### config.mk
export PLATFORM = sky130hd
export DESIGN_NAME = decode_top
export DESIGN_NICKNAME = d
export VERILOG_FILES = /design/src/logic/decode_pkg.sv /design/src/logic/regfile.sv /design/src/logic/inst_decoder.sv /design/src/logic/operand_stage.sv /design/src/logic/issue_buffer.sv /design/src/logic/decode_top.sv
export VERILOG_INCLUDE_DIRS = /design/src /design/src/logic
export SDC_FILE = /design/constraint.sdc
export NUM_CORES = 2
export LEC_CHECK = 0
export BUFFER_PORTS_ARGS = -buffer_cell sky130_fd_sc_hd__buf_2
export CAP_MARGIN = 0
export CORE_MARGIN = 5
export CORE_UTILIZATION = 40
export CTS_BUF_LIST = sky130_fd_sc_hd__clkbuf_2
export CTS_CLUSTER_DIAMETER = 120
export DETAILED_ROUTE_END_ITERATION = 10
export GPL_ROUTABILITY_DRIVEN = 0
export GPL_TIMING_DRIVEN = 1
export PLACE_DENSITY_LB_ADDON = 0.3
export SLEW_MARGIN = 30
export SYNTH_ARGS = -nofsm -noshare
export SYNTH_HDL_FRONTEND = slang
export SYNTH_SLANG_ARGS = --single-unit
### constraint.sdc
create_clock -name clk -period 10.3 [get_ports clk]
set_input_delay 2.06 -clock clk [delete_from_list [all_inputs] [get_ports clk]]
set_output_delay 2.06 -clock clk [all_outputs]
set_load 0.02 [all_outputs]
### src/logic/decode_defines.svh
`ifndef DECODE_DEFINES_SVH
`define DECODE_DEFINES_SVH

`define DATA_W          32
`define REG_AW          5
`define NUM_REGS        32

// also the credits fetch holds after reset
`define ISSUE_DEPTH     4

`define LINK_REG        1

// jirl, then b, bl, beq, bne, blt, bge, bltu, bgeu follow in order
`define OPC_BR_BASE     6'h13
`define OPC_LU12I       6'h05
`define OPC_PCADDU12I   6'h07

`endif

### src/logic/decode_pkg.sv
package decode_pkg;

    // alu operation handed to execute
    typedef enum logic [3:0] {
        OP_ADD,
        OP_SUB,
        OP_SLT,
        OP_SLTU,
        OP_AND,
        OP_NOR,
        OP_OR,
        OP_XOR,
        OP_SLL,
        OP_SRL,
        OP_SRA,
        OP_LUI      // passes source 2
    } alu_op_t;

    typedef enum logic [3:0] {
        BR_NONE,
        BR_B,
        BR_BL,
        BR_JIRL,
        BR_BEQ,
        BR_BNE,
        BR_BLT,
        BR_BGE,
        BR_BLTU,
        BR_BGEU
    } br_kind_t;

endpackage

### src/logic/regfile.sv
`timescale 1ns/1ns
`include "decode_defines.svh"

module regfile (
    input  logic               clk,
    input  logic [`REG_AW-1:0] raddr1,
    input  logic [`REG_AW-1:0] raddr2,
    input  logic               we,
    input  logic [`REG_AW-1:0] waddr,
    input  logic [`DATA_W-1:0] wdata,
    output logic [`DATA_W-1:0] rdata1,
    output logic [`DATA_W-1:0] rdata2
);

    logic [`DATA_W-1:0] regs [`NUM_REGS];

    always_ff @(posedge clk) begin
        if (we && waddr != '0) begin
            regs[waddr] <= wdata;
        end
    end

    // r0 is hardwired, write-back bypassed to both ports
    assign rdata1 = (raddr1 == '0)                ? '0    :
                    (we && waddr == raddr1)       ? wdata : regs[raddr1];
    assign rdata2 = (raddr2 == '0)                ? '0    :
                    (we && waddr == raddr2)       ? wdata : regs[raddr2];

endmodule

### src/logic/inst_decoder.sv
`timescale 1ns/1ns
`include "decode_defines.svh"

module inst_decoder import decode_pkg::*; (
    input  logic               clk,
    input  logic               resetn,
    input  logic               in_valid,
    input  logic [31:0]        in_inst,
    input  logic [`DATA_W-1:0] in_pc,
    output logic               dec_valid,
    output logic [`DATA_W-1:0] dec_pc,
    output alu_op_t            dec_op,
    output br_kind_t           dec_br,
    output logic [`REG_AW-1:0] dec_rj,
    output logic [`REG_AW-1:0] dec_rkd_addr,
    output logic               dec_src1_is_pc,
    output logic               dec_src2_is_imm,
    output logic [`DATA_W-1:0] dec_imm,
    output logic [`DATA_W-1:0] dec_br_offs,
    output logic [`REG_AW-1:0] dec_dest,
    output logic               dec_rf_we,
    output logic               dec_ine
);

    logic [31:0]        inst;
    logic [5:0]         opc;
    logic [3:0]         op_25_22;
    logic [1:0]         op_21_20;
    logic [4:0]         op_19_15;
    logic [4:0]         rd;
    logic [4:0]         rk;
    logic [11:0]        i12;
    logic [19:0]        i20;
    logic [15:0]        i16;
    logic [25:0]        i26;
    logic [`DATA_W-1:0] si12;
    logic [`DATA_W-1:0] ui12;
    logic [`DATA_W-1:0] ui5;
    logic [`DATA_W-1:0] si20;
    logic [`DATA_W-1:0] offs16;
    logic [`DATA_W-1:0] offs26;
    logic               illegal;
    logic               rkd_is_rd;
    logic               dest_is_link;

    always_ff @(posedge clk) begin
        if (!resetn) begin
            dec_valid <= 1'b0;
        end else begin
            dec_valid <= in_valid;
        end
    end

    always_ff @(posedge clk) begin
        if (in_valid) begin
            inst   <= in_inst;
            dec_pc <= in_pc;
        end
    end

    assign opc      = inst[31:26];
    assign op_25_22 = inst[25:22];
    assign op_21_20 = inst[21:20];
    assign op_19_15 = inst[19:15];
    assign rd       = inst[4:0];
    assign rk       = inst[14:10];
    assign i12      = inst[21:10];
    assign i20      = inst[24:5];
    assign i16      = inst[25:10];
    assign i26      = {inst[9:0], inst[25:10]};   // offs[25:16] sits in the low bits

    assign si12   = {{(`DATA_W-12){i12[11]}}, i12};
    assign ui12   = {{(`DATA_W-12){1'b0}}, i12};
    assign ui5    = {{(`DATA_W-5){1'b0}}, rk};
    assign si20   = {i20, 12'b0};
    assign offs16 = {{(`DATA_W-18){i16[15]}}, i16, 2'b0};
    assign offs26 = {{(`DATA_W-28){i26[25]}}, i26, 2'b0};

    always_comb begin
        dec_op          = OP_ADD;
        dec_br          = BR_NONE;
        dec_src1_is_pc  = 1'b0;
        dec_src2_is_imm = 1'b0;
        dec_imm         = '0;
        dec_br_offs     = offs16;
        dec_rf_we       = 1'b1;
        illegal         = 1'b0;
        rkd_is_rd       = 1'b0;
        dest_is_link    = 1'b0;
        case (opc)
            6'h00: begin
                if (op_25_22 == 4'h0 && op_21_20 == 2'h1) begin
                    case (op_19_15)    // three-register forms
                        5'h00: dec_op = OP_ADD;
                        5'h02: dec_op = OP_SUB;
                        5'h04: dec_op = OP_SLT;
                        5'h05: dec_op = OP_SLTU;
                        5'h08: dec_op = OP_NOR;
                        5'h09: dec_op = OP_AND;
                        5'h0a: dec_op = OP_OR;
                        5'h0b: dec_op = OP_XOR;
                        5'h0e: dec_op = OP_SLL;
                        5'h0f: dec_op = OP_SRL;
                        5'h10: dec_op = OP_SRA;
                        default: illegal = 1'b1;
                    endcase
                end else if (op_25_22 == 4'h1 && op_21_20 == 2'h0) begin
                    dec_src2_is_imm = 1'b1;
                    dec_imm         = ui5;
                    case (op_19_15)
                        5'h01: dec_op = OP_SLL;
                        5'h09: dec_op = OP_SRL;
                        5'h11: dec_op = OP_SRA;
                        default: illegal = 1'b1;
                    endcase
                end else begin
                    dec_src2_is_imm = 1'b1;
                    dec_imm         = si12;
                    case (op_25_22)
                        4'h8: dec_op = OP_SLT;
                        4'h9: dec_op = OP_SLTU;
                        4'ha: dec_op = OP_ADD;
                        default: illegal = 1'b1;
                    endcase
                    // logic immediates are zero extended
                    if (op_25_22 == 4'hd || op_25_22 == 4'he || op_25_22 == 4'hf) begin
                        illegal = 1'b0;
                        dec_imm = ui12;
                        dec_op  = (op_25_22 == 4'hd) ? OP_AND :
                                  (op_25_22 == 4'he) ? OP_OR : OP_XOR;
                    end
                end
            end
            `OPC_LU12I: begin
                dec_op          = OP_LUI;
                dec_src2_is_imm = 1'b1;
                dec_imm         = si20;
                illegal         = inst[25];
            end
            `OPC_PCADDU12I: begin
                dec_src1_is_pc  = 1'b1;
                dec_src2_is_imm = 1'b1;
                dec_imm         = si20;
                illegal         = inst[25];
            end
            `OPC_BR_BASE: begin
                dec_br          = BR_JIRL;
                dec_src1_is_pc  = 1'b1;   // link value pc + 4
                dec_src2_is_imm = 1'b1;
                dec_imm         = `DATA_W'(4);
            end
            `OPC_BR_BASE + 6'd1: begin
                dec_br      = BR_B;
                dec_br_offs = offs26;
                dec_rf_we   = 1'b0;
            end
            `OPC_BR_BASE + 6'd2: begin
                dec_br          = BR_BL;
                dec_br_offs     = offs26;
                dec_src1_is_pc  = 1'b1;
                dec_src2_is_imm = 1'b1;
                dec_imm         = `DATA_W'(4);
                dest_is_link    = 1'b1;
            end
            `OPC_BR_BASE + 6'd3: dec_br = BR_BEQ;
            `OPC_BR_BASE + 6'd4: dec_br = BR_BNE;
            `OPC_BR_BASE + 6'd5: dec_br = BR_BLT;
            `OPC_BR_BASE + 6'd6: dec_br = BR_BGE;
            `OPC_BR_BASE + 6'd7: dec_br = BR_BLTU;
            `OPC_BR_BASE + 6'd8: dec_br = BR_BGEU;
            default: illegal = 1'b1;
        endcase

        // conditional branches compare rj against rd
        if (dec_br inside {BR_BEQ, BR_BNE, BR_BLT, BR_BGE, BR_BLTU, BR_BGEU}) begin
            rkd_is_rd = 1'b1;
            dec_rf_we = 1'b0;
        end

        if (illegal) begin
            dec_op          = OP_ADD;
            dec_src1_is_pc  = 1'b0;
            dec_src2_is_imm = 1'b0;
            dec_rf_we       = 1'b0;
        end
    end

    assign dec_ine      = illegal;
    assign dec_rj       = inst[9:5];
    assign dec_rkd_addr = rkd_is_rd ? rd : rk;
    assign dec_dest     = dest_is_link ? `REG_AW'(`LINK_REG) : rd;

endmodule

### src/logic/operand_stage.sv
`timescale 1ns/1ns
`include "decode_defines.svh"

module operand_stage import decode_pkg::*; (
    input  logic               clk,
    input  logic               resetn,
    input  logic               dec_valid,
    input  logic [`DATA_W-1:0] dec_pc,
    input  alu_op_t            dec_op,
    input  br_kind_t           dec_br,
    input  logic [`REG_AW-1:0] dec_rj,
    input  logic [`REG_AW-1:0] dec_rkd_addr,
    input  logic               dec_src1_is_pc,
    input  logic               dec_src2_is_imm,
    input  logic [`DATA_W-1:0] dec_imm,
    input  logic [`DATA_W-1:0] dec_br_offs,
    input  logic [`REG_AW-1:0] dec_dest,
    input  logic               dec_rf_we,
    input  logic               dec_ine,
    input  logic               wb_we,
    input  logic [`REG_AW-1:0] wb_addr,
    input  logic [`DATA_W-1:0] wb_data,
    output logic               br_valid,
    output logic [`DATA_W-1:0] br_target,
    output logic               op_valid,
    output alu_op_t            op_op,
    output logic [`DATA_W-1:0] op_src1,
    output logic [`DATA_W-1:0] op_src2,
    output logic [`DATA_W-1:0] op_rkd,
    output logic [`REG_AW-1:0] op_dest,
    output logic               op_rf_we,
    output logic [`DATA_W-1:0] op_pc,
    output logic               op_ine
);

    logic [`DATA_W-1:0] rj_value;
    logic [`DATA_W-1:0] rkd_value;
    logic               rj_eq_rkd;
    logic               rj_lt_rkd;
    logic               rj_ltu_rkd;
    logic               taken;
    logic [`DATA_W-1:0] target;

    regfile u_regfile (
        .clk    (clk),
        .raddr1 (dec_rj),
        .raddr2 (dec_rkd_addr),
        .we     (wb_we),
        .waddr  (wb_addr),
        .wdata  (wb_data),
        .rdata1 (rj_value),
        .rdata2 (rkd_value)
    );

    assign rj_eq_rkd  = rj_value == rkd_value;
    assign rj_lt_rkd  = $signed(rj_value) < $signed(rkd_value);
    assign rj_ltu_rkd = rj_value < rkd_value;

    always_comb begin
        case (dec_br)
            BR_B, BR_BL, BR_JIRL: taken = 1'b1;
            BR_BEQ:  taken = rj_eq_rkd;
            BR_BNE:  taken = !rj_eq_rkd;
            BR_BLT:  taken = rj_lt_rkd;
            BR_BGE:  taken = !rj_lt_rkd;
            BR_BLTU: taken = rj_ltu_rkd;
            BR_BGEU: taken = !rj_ltu_rkd;
            default: taken = 1'b0;
        endcase
    end

    // jirl is register relative, all others pc relative
    assign target = ((dec_br == BR_JIRL) ? rj_value : dec_pc) + dec_br_offs;

    always_ff @(posedge clk) begin
        if (!resetn) begin
            op_valid <= 1'b0;
            br_valid <= 1'b0;
        end else begin
            op_valid <= dec_valid;
            br_valid <= dec_valid && taken;
        end
    end

    always_ff @(posedge clk) begin
        if (dec_valid) begin
            op_op     <= dec_op;
            op_src1   <= dec_src1_is_pc ? dec_pc : rj_value;
            op_src2   <= dec_src2_is_imm ? dec_imm : rkd_value;
            op_rkd    <= rkd_value;
            op_dest   <= dec_dest;
            op_rf_we  <= dec_rf_we;
            op_pc     <= dec_pc;
            op_ine    <= dec_ine;
            br_target <= target;
        end
    end

endmodule

### src/logic/issue_buffer.sv
`timescale 1ns/1ns
`include "decode_defines.svh"

module issue_buffer import decode_pkg::*; (
    input  logic               clk,
    input  logic               resetn,
    input  logic               op_valid,
    input  alu_op_t            op_op,
    input  logic [`DATA_W-1:0] op_src1,
    input  logic [`DATA_W-1:0] op_src2,
    input  logic [`DATA_W-1:0] op_rkd,
    input  logic [`REG_AW-1:0] op_dest,
    input  logic               op_rf_we,
    input  logic [`DATA_W-1:0] op_pc,
    input  logic               op_ine,
    input  logic               out_credit,
    output logic               in_credit,
    output logic               out_valid,
    output alu_op_t            out_op,
    output logic [`DATA_W-1:0] out_src1,
    output logic [`DATA_W-1:0] out_src2,
    output logic [`DATA_W-1:0] out_rkd,
    output logic [`REG_AW-1:0] out_dest,
    output logic               out_rf_we,
    output logic [`DATA_W-1:0] out_pc,
    output logic               out_ine
);

    localparam int PTR_W   = $clog2(`ISSUE_DEPTH);
    localparam int OP_W    = $bits(alu_op_t);
    localparam int ENTRY_W = OP_W + 4 * `DATA_W + `REG_AW + 2;
    localparam int CRED_W  = 8;   // execute may bank credits ahead of items

    logic [ENTRY_W-1:0] mem [`ISSUE_DEPTH];
    logic [ENTRY_W-1:0] head;
    logic [PTR_W-1:0]   wr_ptr;
    logic [PTR_W-1:0]   rd_ptr;
    logic [PTR_W:0]     count;
    logic [CRED_W-1:0]  exec_credits;
    logic               push;
    logic               pop;

    function automatic logic [PTR_W-1:0] next_ptr(input logic [PTR_W-1:0] ptr);
        return (ptr == PTR_W'(`ISSUE_DEPTH - 1)) ? '0 : ptr + 1'b1;
    endfunction

    // fetch credits bound the items in flight, so no full check
    assign push      = op_valid;
    assign pop       = out_valid;
    assign out_valid = (count != '0) && (exec_credits != '0);

    always_ff @(posedge clk) begin
        if (push) begin
            mem[wr_ptr] <= {op_op, op_src1, op_src2, op_rkd, op_dest, op_rf_we, op_pc, op_ine};
        end
    end

    assign head   = mem[rd_ptr];
    assign out_op = alu_op_t'(head[ENTRY_W-1 -: OP_W]);
    assign {out_src1, out_src2, out_rkd, out_dest, out_rf_we, out_pc, out_ine} =
        head[ENTRY_W-OP_W-1:0];

    always_ff @(posedge clk) begin
        if (!resetn) begin
            wr_ptr       <= '0;
            rd_ptr       <= '0;
            count        <= '0;
            exec_credits <= '0;
            in_credit    <= 1'b0;
        end else begin
            if (push) begin
                wr_ptr <= next_ptr(wr_ptr);
            end
            if (pop) begin
                rd_ptr <= next_ptr(rd_ptr);
            end
            count        <= count + {{PTR_W{1'b0}}, push} - {{PTR_W{1'b0}}, pop};
            exec_credits <= exec_credits + {{(CRED_W-1){1'b0}}, out_credit}
                                         - {{(CRED_W-1){1'b0}}, pop};
            in_credit    <= pop;   // slot freed, hand it back to fetch
        end
    end

endmodule

### src/logic/decode_top.sv
`timescale 1ns/1ns
`include "decode_defines.svh"

module decode_top import decode_pkg::*; (
    input  logic               clk,
    input  logic               resetn,
    input  logic               in_valid,
    input  logic [31:0]        in_inst,
    input  logic [`DATA_W-1:0] in_pc,
    input  logic               out_credit,
    input  logic               wb_we,
    input  logic [`REG_AW-1:0] wb_addr,
    input  logic [`DATA_W-1:0] wb_data,
    output logic               in_credit,
    output logic               br_valid,
    output logic [`DATA_W-1:0] br_target,
    output logic               out_valid,
    output alu_op_t            out_op,
    output logic [`DATA_W-1:0] out_src1,
    output logic [`DATA_W-1:0] out_src2,
    output logic [`DATA_W-1:0] out_rkd,
    output logic [`REG_AW-1:0] out_dest,
    output logic               out_rf_we,
    output logic [`DATA_W-1:0] out_pc,
    output logic               out_ine
);

    // decoder to operand stage
    logic               dec_valid;
    logic [`DATA_W-1:0] dec_pc;
    alu_op_t            dec_op;
    br_kind_t           dec_br;
    logic [`REG_AW-1:0] dec_rj;
    logic [`REG_AW-1:0] dec_rkd_addr;
    logic               dec_src1_is_pc;
    logic               dec_src2_is_imm;
    logic [`DATA_W-1:0] dec_imm;
    logic [`DATA_W-1:0] dec_br_offs;
    logic [`REG_AW-1:0] dec_dest;
    logic               dec_rf_we;
    logic               dec_ine;

    // operand stage to issue buffer
    logic               op_valid;
    alu_op_t            op_op;
    logic [`DATA_W-1:0] op_src1;
    logic [`DATA_W-1:0] op_src2;
    logic [`DATA_W-1:0] op_rkd;
    logic [`REG_AW-1:0] op_dest;
    logic               op_rf_we;
    logic [`DATA_W-1:0] op_pc;
    logic               op_ine;

    inst_decoder u_inst_decoder (.*);

    operand_stage u_operand_stage (.*);

    issue_buffer u_issue_buffer (.*);

endmodule

Yosys cells after proc, flatten, opt, wreduce, memory -nomap -nowiden
Memory sizes are Yosys's and may differ from the RTL's. A register that Yosys moved wholly into a read port is not among the register bits.
Index checks and enable logic that the tools add are counted.

word-level totals
  register bits = 254
  RAM bits = 1580
  input bits = 106
  memories kept = 2

memories
  name                            words  width  rd ports  clocked after Yosys merged registers in  write ports  RTL line            RTL
  u_operand_stage.u_regfile.regs  32     32     2         1                                        1            regfile.sv:15       logic [`DATA_W-1:0] regs [`NUM_REGS];
  u_issue_buffer.mem              4      139    1         1                                        1            issue_buffer.sv:34  logic [ENTRY_W-1:0] mem [`ISSUE_DEPTH];

operators by class
  mux-type cells = 48
  equality and inequality tests = 45
  reduce and logical (&&, ||, !) cells = 33
  add/sub/neg operators = 7
  magnitude comparators = 2

operators with widths
  kind                                                                   number
  32-bit 2-to-1 mux                                                      11
  32-bit one-hot mux with 3 select lines                                 1
  32-bit < comparator                                                    2
  6-bit by 5-bit equality test with 1-bit output, second input constant  9
  4-bit one-hot mux with 10 select lines                                 1
  4-bit one-hot mux with 9 select lines                                  1
  32-bit adder                                                           1
  32-bit equality test                                                   1
  4-bit equality test, second input constant                             8
  5-bit by 4-bit equality test with 1-bit output, second input constant  6
  1-bit 2-to-1 mux                                                       18
  4-bit by 3-bit equality test with 1-bit output, second input constant  4
  4-bit 2-to-1 mux                                                       4
  5-bit logical NOT                                                      3
  6-bit by 3-bit equality test with 1-bit output, second input constant  2
  4-bit one-hot mux with 3 select lines                                  1
  3-bit OR reduction                                                     4
  11-bit OR reduction                                                    1
  5-bit by 3-bit equality test with 1-bit output, second input constant  2
  5-bit equality test                                                    2
  5-bit equality test, second input constant                             2
  5-bit 2-to-1 mux                                                       2
  9-bit OR reduction                                                     1
  8-bit by 1-bit adder with 8-bit output                                 1
  28 further kinds                                                       47

Logic depth before layout (Yosys ltp)
  depth in word-level cells = 14
  depth in mapped cells = 24
  depth with buffers taken out = 17

Cells and area by module
Synthesis repeated with hierarchy kept, for this count alone.

unflattened totals
  cells, all modules = 4342
  area, all modules = 81220.4 sq um

by module, submodules not included
  module         seq. area each (sq um)  cells each  area each (sq um)  times used
  regfile        30749.5                 2520        47869.7            1
  issue_buffer   17056.4                 848         21181.6            1
  operand_stage  5175.0                  695         8891.0             1
  inst_decoder   1941.9                  279         3278.1             1

Worst setup path after synthesis
Ideal clock, no wire load.

  path kind = input to register
  from = input wb_addr[2]
  to = register u_operand_stage.br_target[30] (data pin)
  arrival = 5.748 ns
  path slack = 4.264 ns
  data required time = 10.012 ns
  cell stages on the path = 16
  buffers on the path = 1
  cell sequence = clkbuf_1 xor2_1 nor4_1 nand3_1 nor2_1 a211oi_1 mux2_2 ha_1 fa_1 a211o_1 a211o_1 nand3_1 a21oi_1 a41o_1 o41ai_1 o311ai_0

between the ends
  cells in the longest elaborated chain, start to end = 6

ends and longest elaborated chain
  element                               RTL line             RTL
  from (decl)                           decode_top.sv:12     input logic [`REG_AW-1:0] wb_addr,
  5-bit equality test                   regfile.sv:25        (we && waddr == raddr1) ? wdata : regs[raddr1];
  1-bit logical AND                     regfile.sv:25
  32-bit 2-to-1 mux                     regfile.sv:25
  32-bit 2-to-1 mux                     regfile.sv:24        assign rdata1 = (raddr1 == '0) ? '0 :
  32-bit 2-to-1 mux                     operand_stage.sv:73  assign target = ((dec_br == BR_JIRL) ? rj_value : dec_pc) + dec_br_offs;
  32-bit adder                          operand_stage.sv:73
  named net u_operand_stage.target[30]  operand_stage.sv:42  logic [`DATA_W-1:0] target;
  to (signal assigned)                  operand_stage.sv:95  br_target <= target;
  to (decl)                             operand_stage.sv:24  output logic [`DATA_W-1:0] br_target,

The timed path passes the listed nets, and every way through them passes these cells.
A chain may end at the register's enable or synchronous reset.

Worst setup path in the final report
  from = register u_inst_decoder.inst[28]
  to = register u_operand_stage.br_valid

between the ends
  cells in the longest elaborated chain, start to end = 14
  elaborated cells on any way between the ends = 37

ends and longest elaborated chain
  element                                                                      RTL line             RTL
  from (decl)                                                                  inst_decoder.sv:25   logic [31:0] inst;
  from (signal assigned)                                                       inst_decoder.sv:56   inst <= in_inst;
  6-bit by 5-bit equality test with 1-bit output                               inst_decoder.sv:90   case (opc)
  4-bit one-hot mux with 9 select lines *                                      inst_decoder.sv:90
  parallel branches: the longest is 10 deep, another holds memory 32 x 32 bit  --
  1-bit one-hot mux with 7 select lines *                                      operand_stage.sv:60  case (dec_br)
  1-bit logical AND *                                                          operand_stage.sv:81  br_valid <= dec_valid && taken;
  to (signal assigned)                                                         operand_stage.sv:81
  to (decl)                                                                    operand_stage.sv:23  output logic br_valid,

Every way passes the cells marked *.

==> summary.md <==
| Metric | Value |
|---|---|
| Layout Skew | `0.256 ns` |
| Buffers & Inverters on Critical Path | `2` |
| Nets | `5653` |
| Worst Path Required | `12.04 ns` |
| Antenna violations before repair | `30` |
| Avg WL per Cell | `31.0 um` |
| Cts repair resizes | `0` |
| Top-count cell post-synth | `edfxtp_1` |
| Fraction of registers with async set/reset | `0%` |
| # port buffers | `279` |
| # fillers | `17.8k` |
| Cells after DPL | `7682` |
| CP peak stage delay | `0.73 ns` |
| Top cells by count, synth | `edfxtp_1, mux4_2, nand2_1` |
| Synth unique cells | `80` |
| Vias in the first global route | `50.5k` |
| Slew Viols, Final | `0` |
| CTS Buffer Depth | `4` |
| Worst relative slew slack | `19.5%` |
| Sequential share of power | `49.7%` |
| Worst skew pair latency | `1.89 ns` |
| Root buffer cell | `clkbuf_2` |
| Met3 Track Usage GR | `7.02%` |
| Cell chain of the critical path | `nand2b_1 > a211oi_1 > a21o_4 > buf_4 > or2_2 > buf_4 > o22ai_1 > nor3_1 > o22a_1 > a211o_1 > ha_1 > a21oi_1 > o21ai_0 > a211oi_1 > o211a_1 > o32ai_1 > or4_1 > o311ai_0 > o2bb2ai_1` |
| Setup Crit Path Kind | `flip-flop to flip-flop` |
| CP arrival | `8.81 ns` |
| Worst hold path type | `input pin to flip-flop` |
| H-tree depth | `5` |
| Share of cells above drive strength 1 | `29.5%` |
| Worst vdd ir | `257 uV` |
| Total CTS buffers | `452` |
| Cells taking the most area after synthesis | `edfxtp_1, mux4_2, a21oi_1` |
| Worst slew pin tran | `1.21 ns` |
| Fin crit period | `7.08 ns` |
| Switching Share | `32.2%` |
| Final hold slack | `0.359 ns` |
| Internal power | `11.9 mW` |
| Die X | `460 um` |
| Sw Pwr | `5.67 mW` |
| Tot GR Track Use | `24.3%` |
| DR iter-0 viols | `6585` |
| Cells after synthesis | `4897` |
| Largest net degree at the start of global routing | `162` |
| Top FF cell, synth | `edfxtp_1` |
| # IOs | `280` |
| DRC | `0` |
| Part of the power in combinational logic | `23.5%` |
| Area leader, netlist | `edfxtp_1` |
| Full die area | `212000 sq um` |
| RSZ-0062 raised after global routing | `no` |
| Via density per instance | `6.10` |
| Peak Freq | `0.141 GHz` |
| Placed Instance Area | `86200 sq um` |
| CTS tree | `done` |
| Synth top area share | `67.2%` |
| Post-route non-filler standard cell count | `8473` |
| Post-synth EDFFs | `1815` |
| Synth Area per Inst | `16.6 sq um` |
| Final hold vios | `0` |
| Sink Count | `1841` |
| Layer with the highest usage | `met2` |
| Status | `finished clean` |
| DRT Wirelength | `262000 um` |
| Initial Util | `40.2%` |
| Overflow after GRT | `0` |
| CTS Hold Bufs | `0` |
| Setup_tns | `0 ns` |
| Slowest CP cell | `a211oi_1` |
| CP top delay family | `compound AO/OA/AOI/OAI gates` |
| Cell Pwr Density | `195 nW/um^2` |
| Die H | `460 um` |
| #FFs+latches synth | `1841` |
| Worst Setup End Kind | `flip-flop` |
| Syn. warnings | `0` |
| Final Cycle Share | `68.7%` |
| Max-capacitance violation count | `0` |
| Final ANT Viol Nets | `0` |
| Cell leakage power | `30.5 nW` |
| Post-CTS setup buffer count | `0` |
| Startpoint types | `flip-flop` |
| Clock slew at reported path FFs | `0.11 ns` |
| First-pass GRT wire length | `368000 um` |
| M1 GR Usage | `31.5%` |
| Final core utilization | `44.7%` |
| Post-synthesis sequential area ratio | `67.9%` |
| Post-DP HPWL | `156000 um` |
| Grt met2 use | `37.8%` |
| Via Count | `51.7k` |
| Peak fanout along the critical path | `45` |
| Endpoints failing setup | `0` |
| First drt pass iteration count | `6` |
| Post-route cell area | `90200 sq um` |
| Clk pwr share | `26.8%` |
| Core Area | `202000 sq um` |
| Rows | `165` |
| Cell Area, Synth | `81100 sq um` |
| Area Growth Syn to Fin | `11.2%` |
[layout make-up]
type	count	area (sq um)	area share, %
flip-flops and latches	1841	55100	61.1
clock inverters	133	704	0.781
inverters	31	116	0.129
repair buffers	418	2620	2.91
diodes	20	50.0	0.0555
clock buffers	637	3190	3.54
well taps	2672	3340	3.71
multi-input cells	2721	25100	27.8
[per-layer routing]
metal | part of all wire [%] | up-vias
li1 | - | 21300
met1 | 37 | 26300
met2 | 46 | 3414
met3 | 12 | 661
met4 | 5.1 | 16
met5 | 0.035 | -
[layout by cell type, fill, tap and decap left out, types with 17 or more instances in the layout]
cell / instances
o22ai_1: 71
a211oi_1: 65
ha_1: 79
a22oi_1: 129
nor3_1: 63
inv_1: 30
a221o_1: 51
o21ai_0: 56
clkbuf_2: 637
xnor2_1: 33
and2_1: 19
nor2_1: 119
nor2b_1: 19
clkinv_1: 106
conb_1: 32
nand2_1: 453
mux2_2: 75
nor4_1: 17
o22a_1: 26
nor2_4: 34
mux4_2: 457
diode_2: 20
buf_2: 278
nand3_1: 75
a21o_1: 38
mux2i_1: 164
edfxtp_1: 1815
a211o_1: 31
a21oi_1: 421
dfxtp_1: 18
buf_4: 127
[power by group through the flow]
stage | sequential (mW) | clock, mW | combinational, mW
5_1_grt | 8.76 | 5.25 | 4.38
6_report | 8.73 | 4.71 | 4.14
2_1_floorplan | 8.78 | 0 | 2.60
3_3_place_gp | 8.96 | 0 | 3.99
4_1_cts | 8.77 | 4.83 | 4.08
3_5_place_dp | 8.94 | 0 | 4.06
[flip-flops by register name, summed over array words and instances, names as in the netlist, named ones only]
name and count:
u_operand_stage.u_regfile.regs 1024, u_issue_buffer.mem 556, u_inst_decoder.dec_pc 32, u_inst_decoder.inst 32, u_operand_stage.br_target 32, u_operand_stage.op_pc 32
u_operand_stage.op_rkd 32, u_operand_stage.op_src1 32, u_operand_stage.op_src2 32, u_issue_buffer.exec_credits 8, u_operand_stage.op_dest 5, u_operand_stage.op_op 4
u_issue_buffer.count 3, u_issue_buffer.rd_ptr 2, u_issue_buffer.wr_ptr 2, u_inst_decoder.dec_valid 1, u_issue_buffer.in_credit 1, u_operand_stage.br_valid 1
u_operand_stage.op_ine 1, u_operand_stage.op_rf_we 1, u_operand_stage.op_valid 1
[per-stage QoR]
step                setup WS, ns  power [mW]
finish                      3.22        17.6
global route                3.19        18.4
CTS                         3.42        17.7
detailed placement          3.24        13.0
global placement            3.19        13.0
floorplan                   4.26        11.4
[worst paths after layout]
| path | startpoint | end | slack [ns] | depth (start not counted) |
|---|---|---|---|---|
| hold / removal | in_inst[20] | u_inst_decoder.inst[20]$_DFFE_PP_ | 0.36 | 1 |
| hold reg to reg | u_operand_stage.op_src2[22]$_DFFE_PP_ | u_issue_buffer.mem[3][93]$_DFFE_PP_ | 0.42 | 0 |
| setup reg to reg | u_inst_decoder.inst[28]$_DFFE_PP_ | u_operand_stage.br_valid$_SDFF_PN0_ | 3.22 | 19 |
| setup / recovery | u_inst_decoder.inst[28]$_DFFE_PP_ | u_operand_stage.br_valid$_SDFF_PN0_ | 3.22 | 19 |
[cells by family after synthesis]
logic type,count (synthesis),synth area share (%)
buf+inv,366,1.87
flops,1841,67.9
compound gates,975,7.74
mux,709,16.0
xor+xnor,44,0.475
simple gates,879,4.80
fa+ha+maj,82,1.29
other cells,1,0.00462
Note: power is estimated with default switching activity, not from simulation.
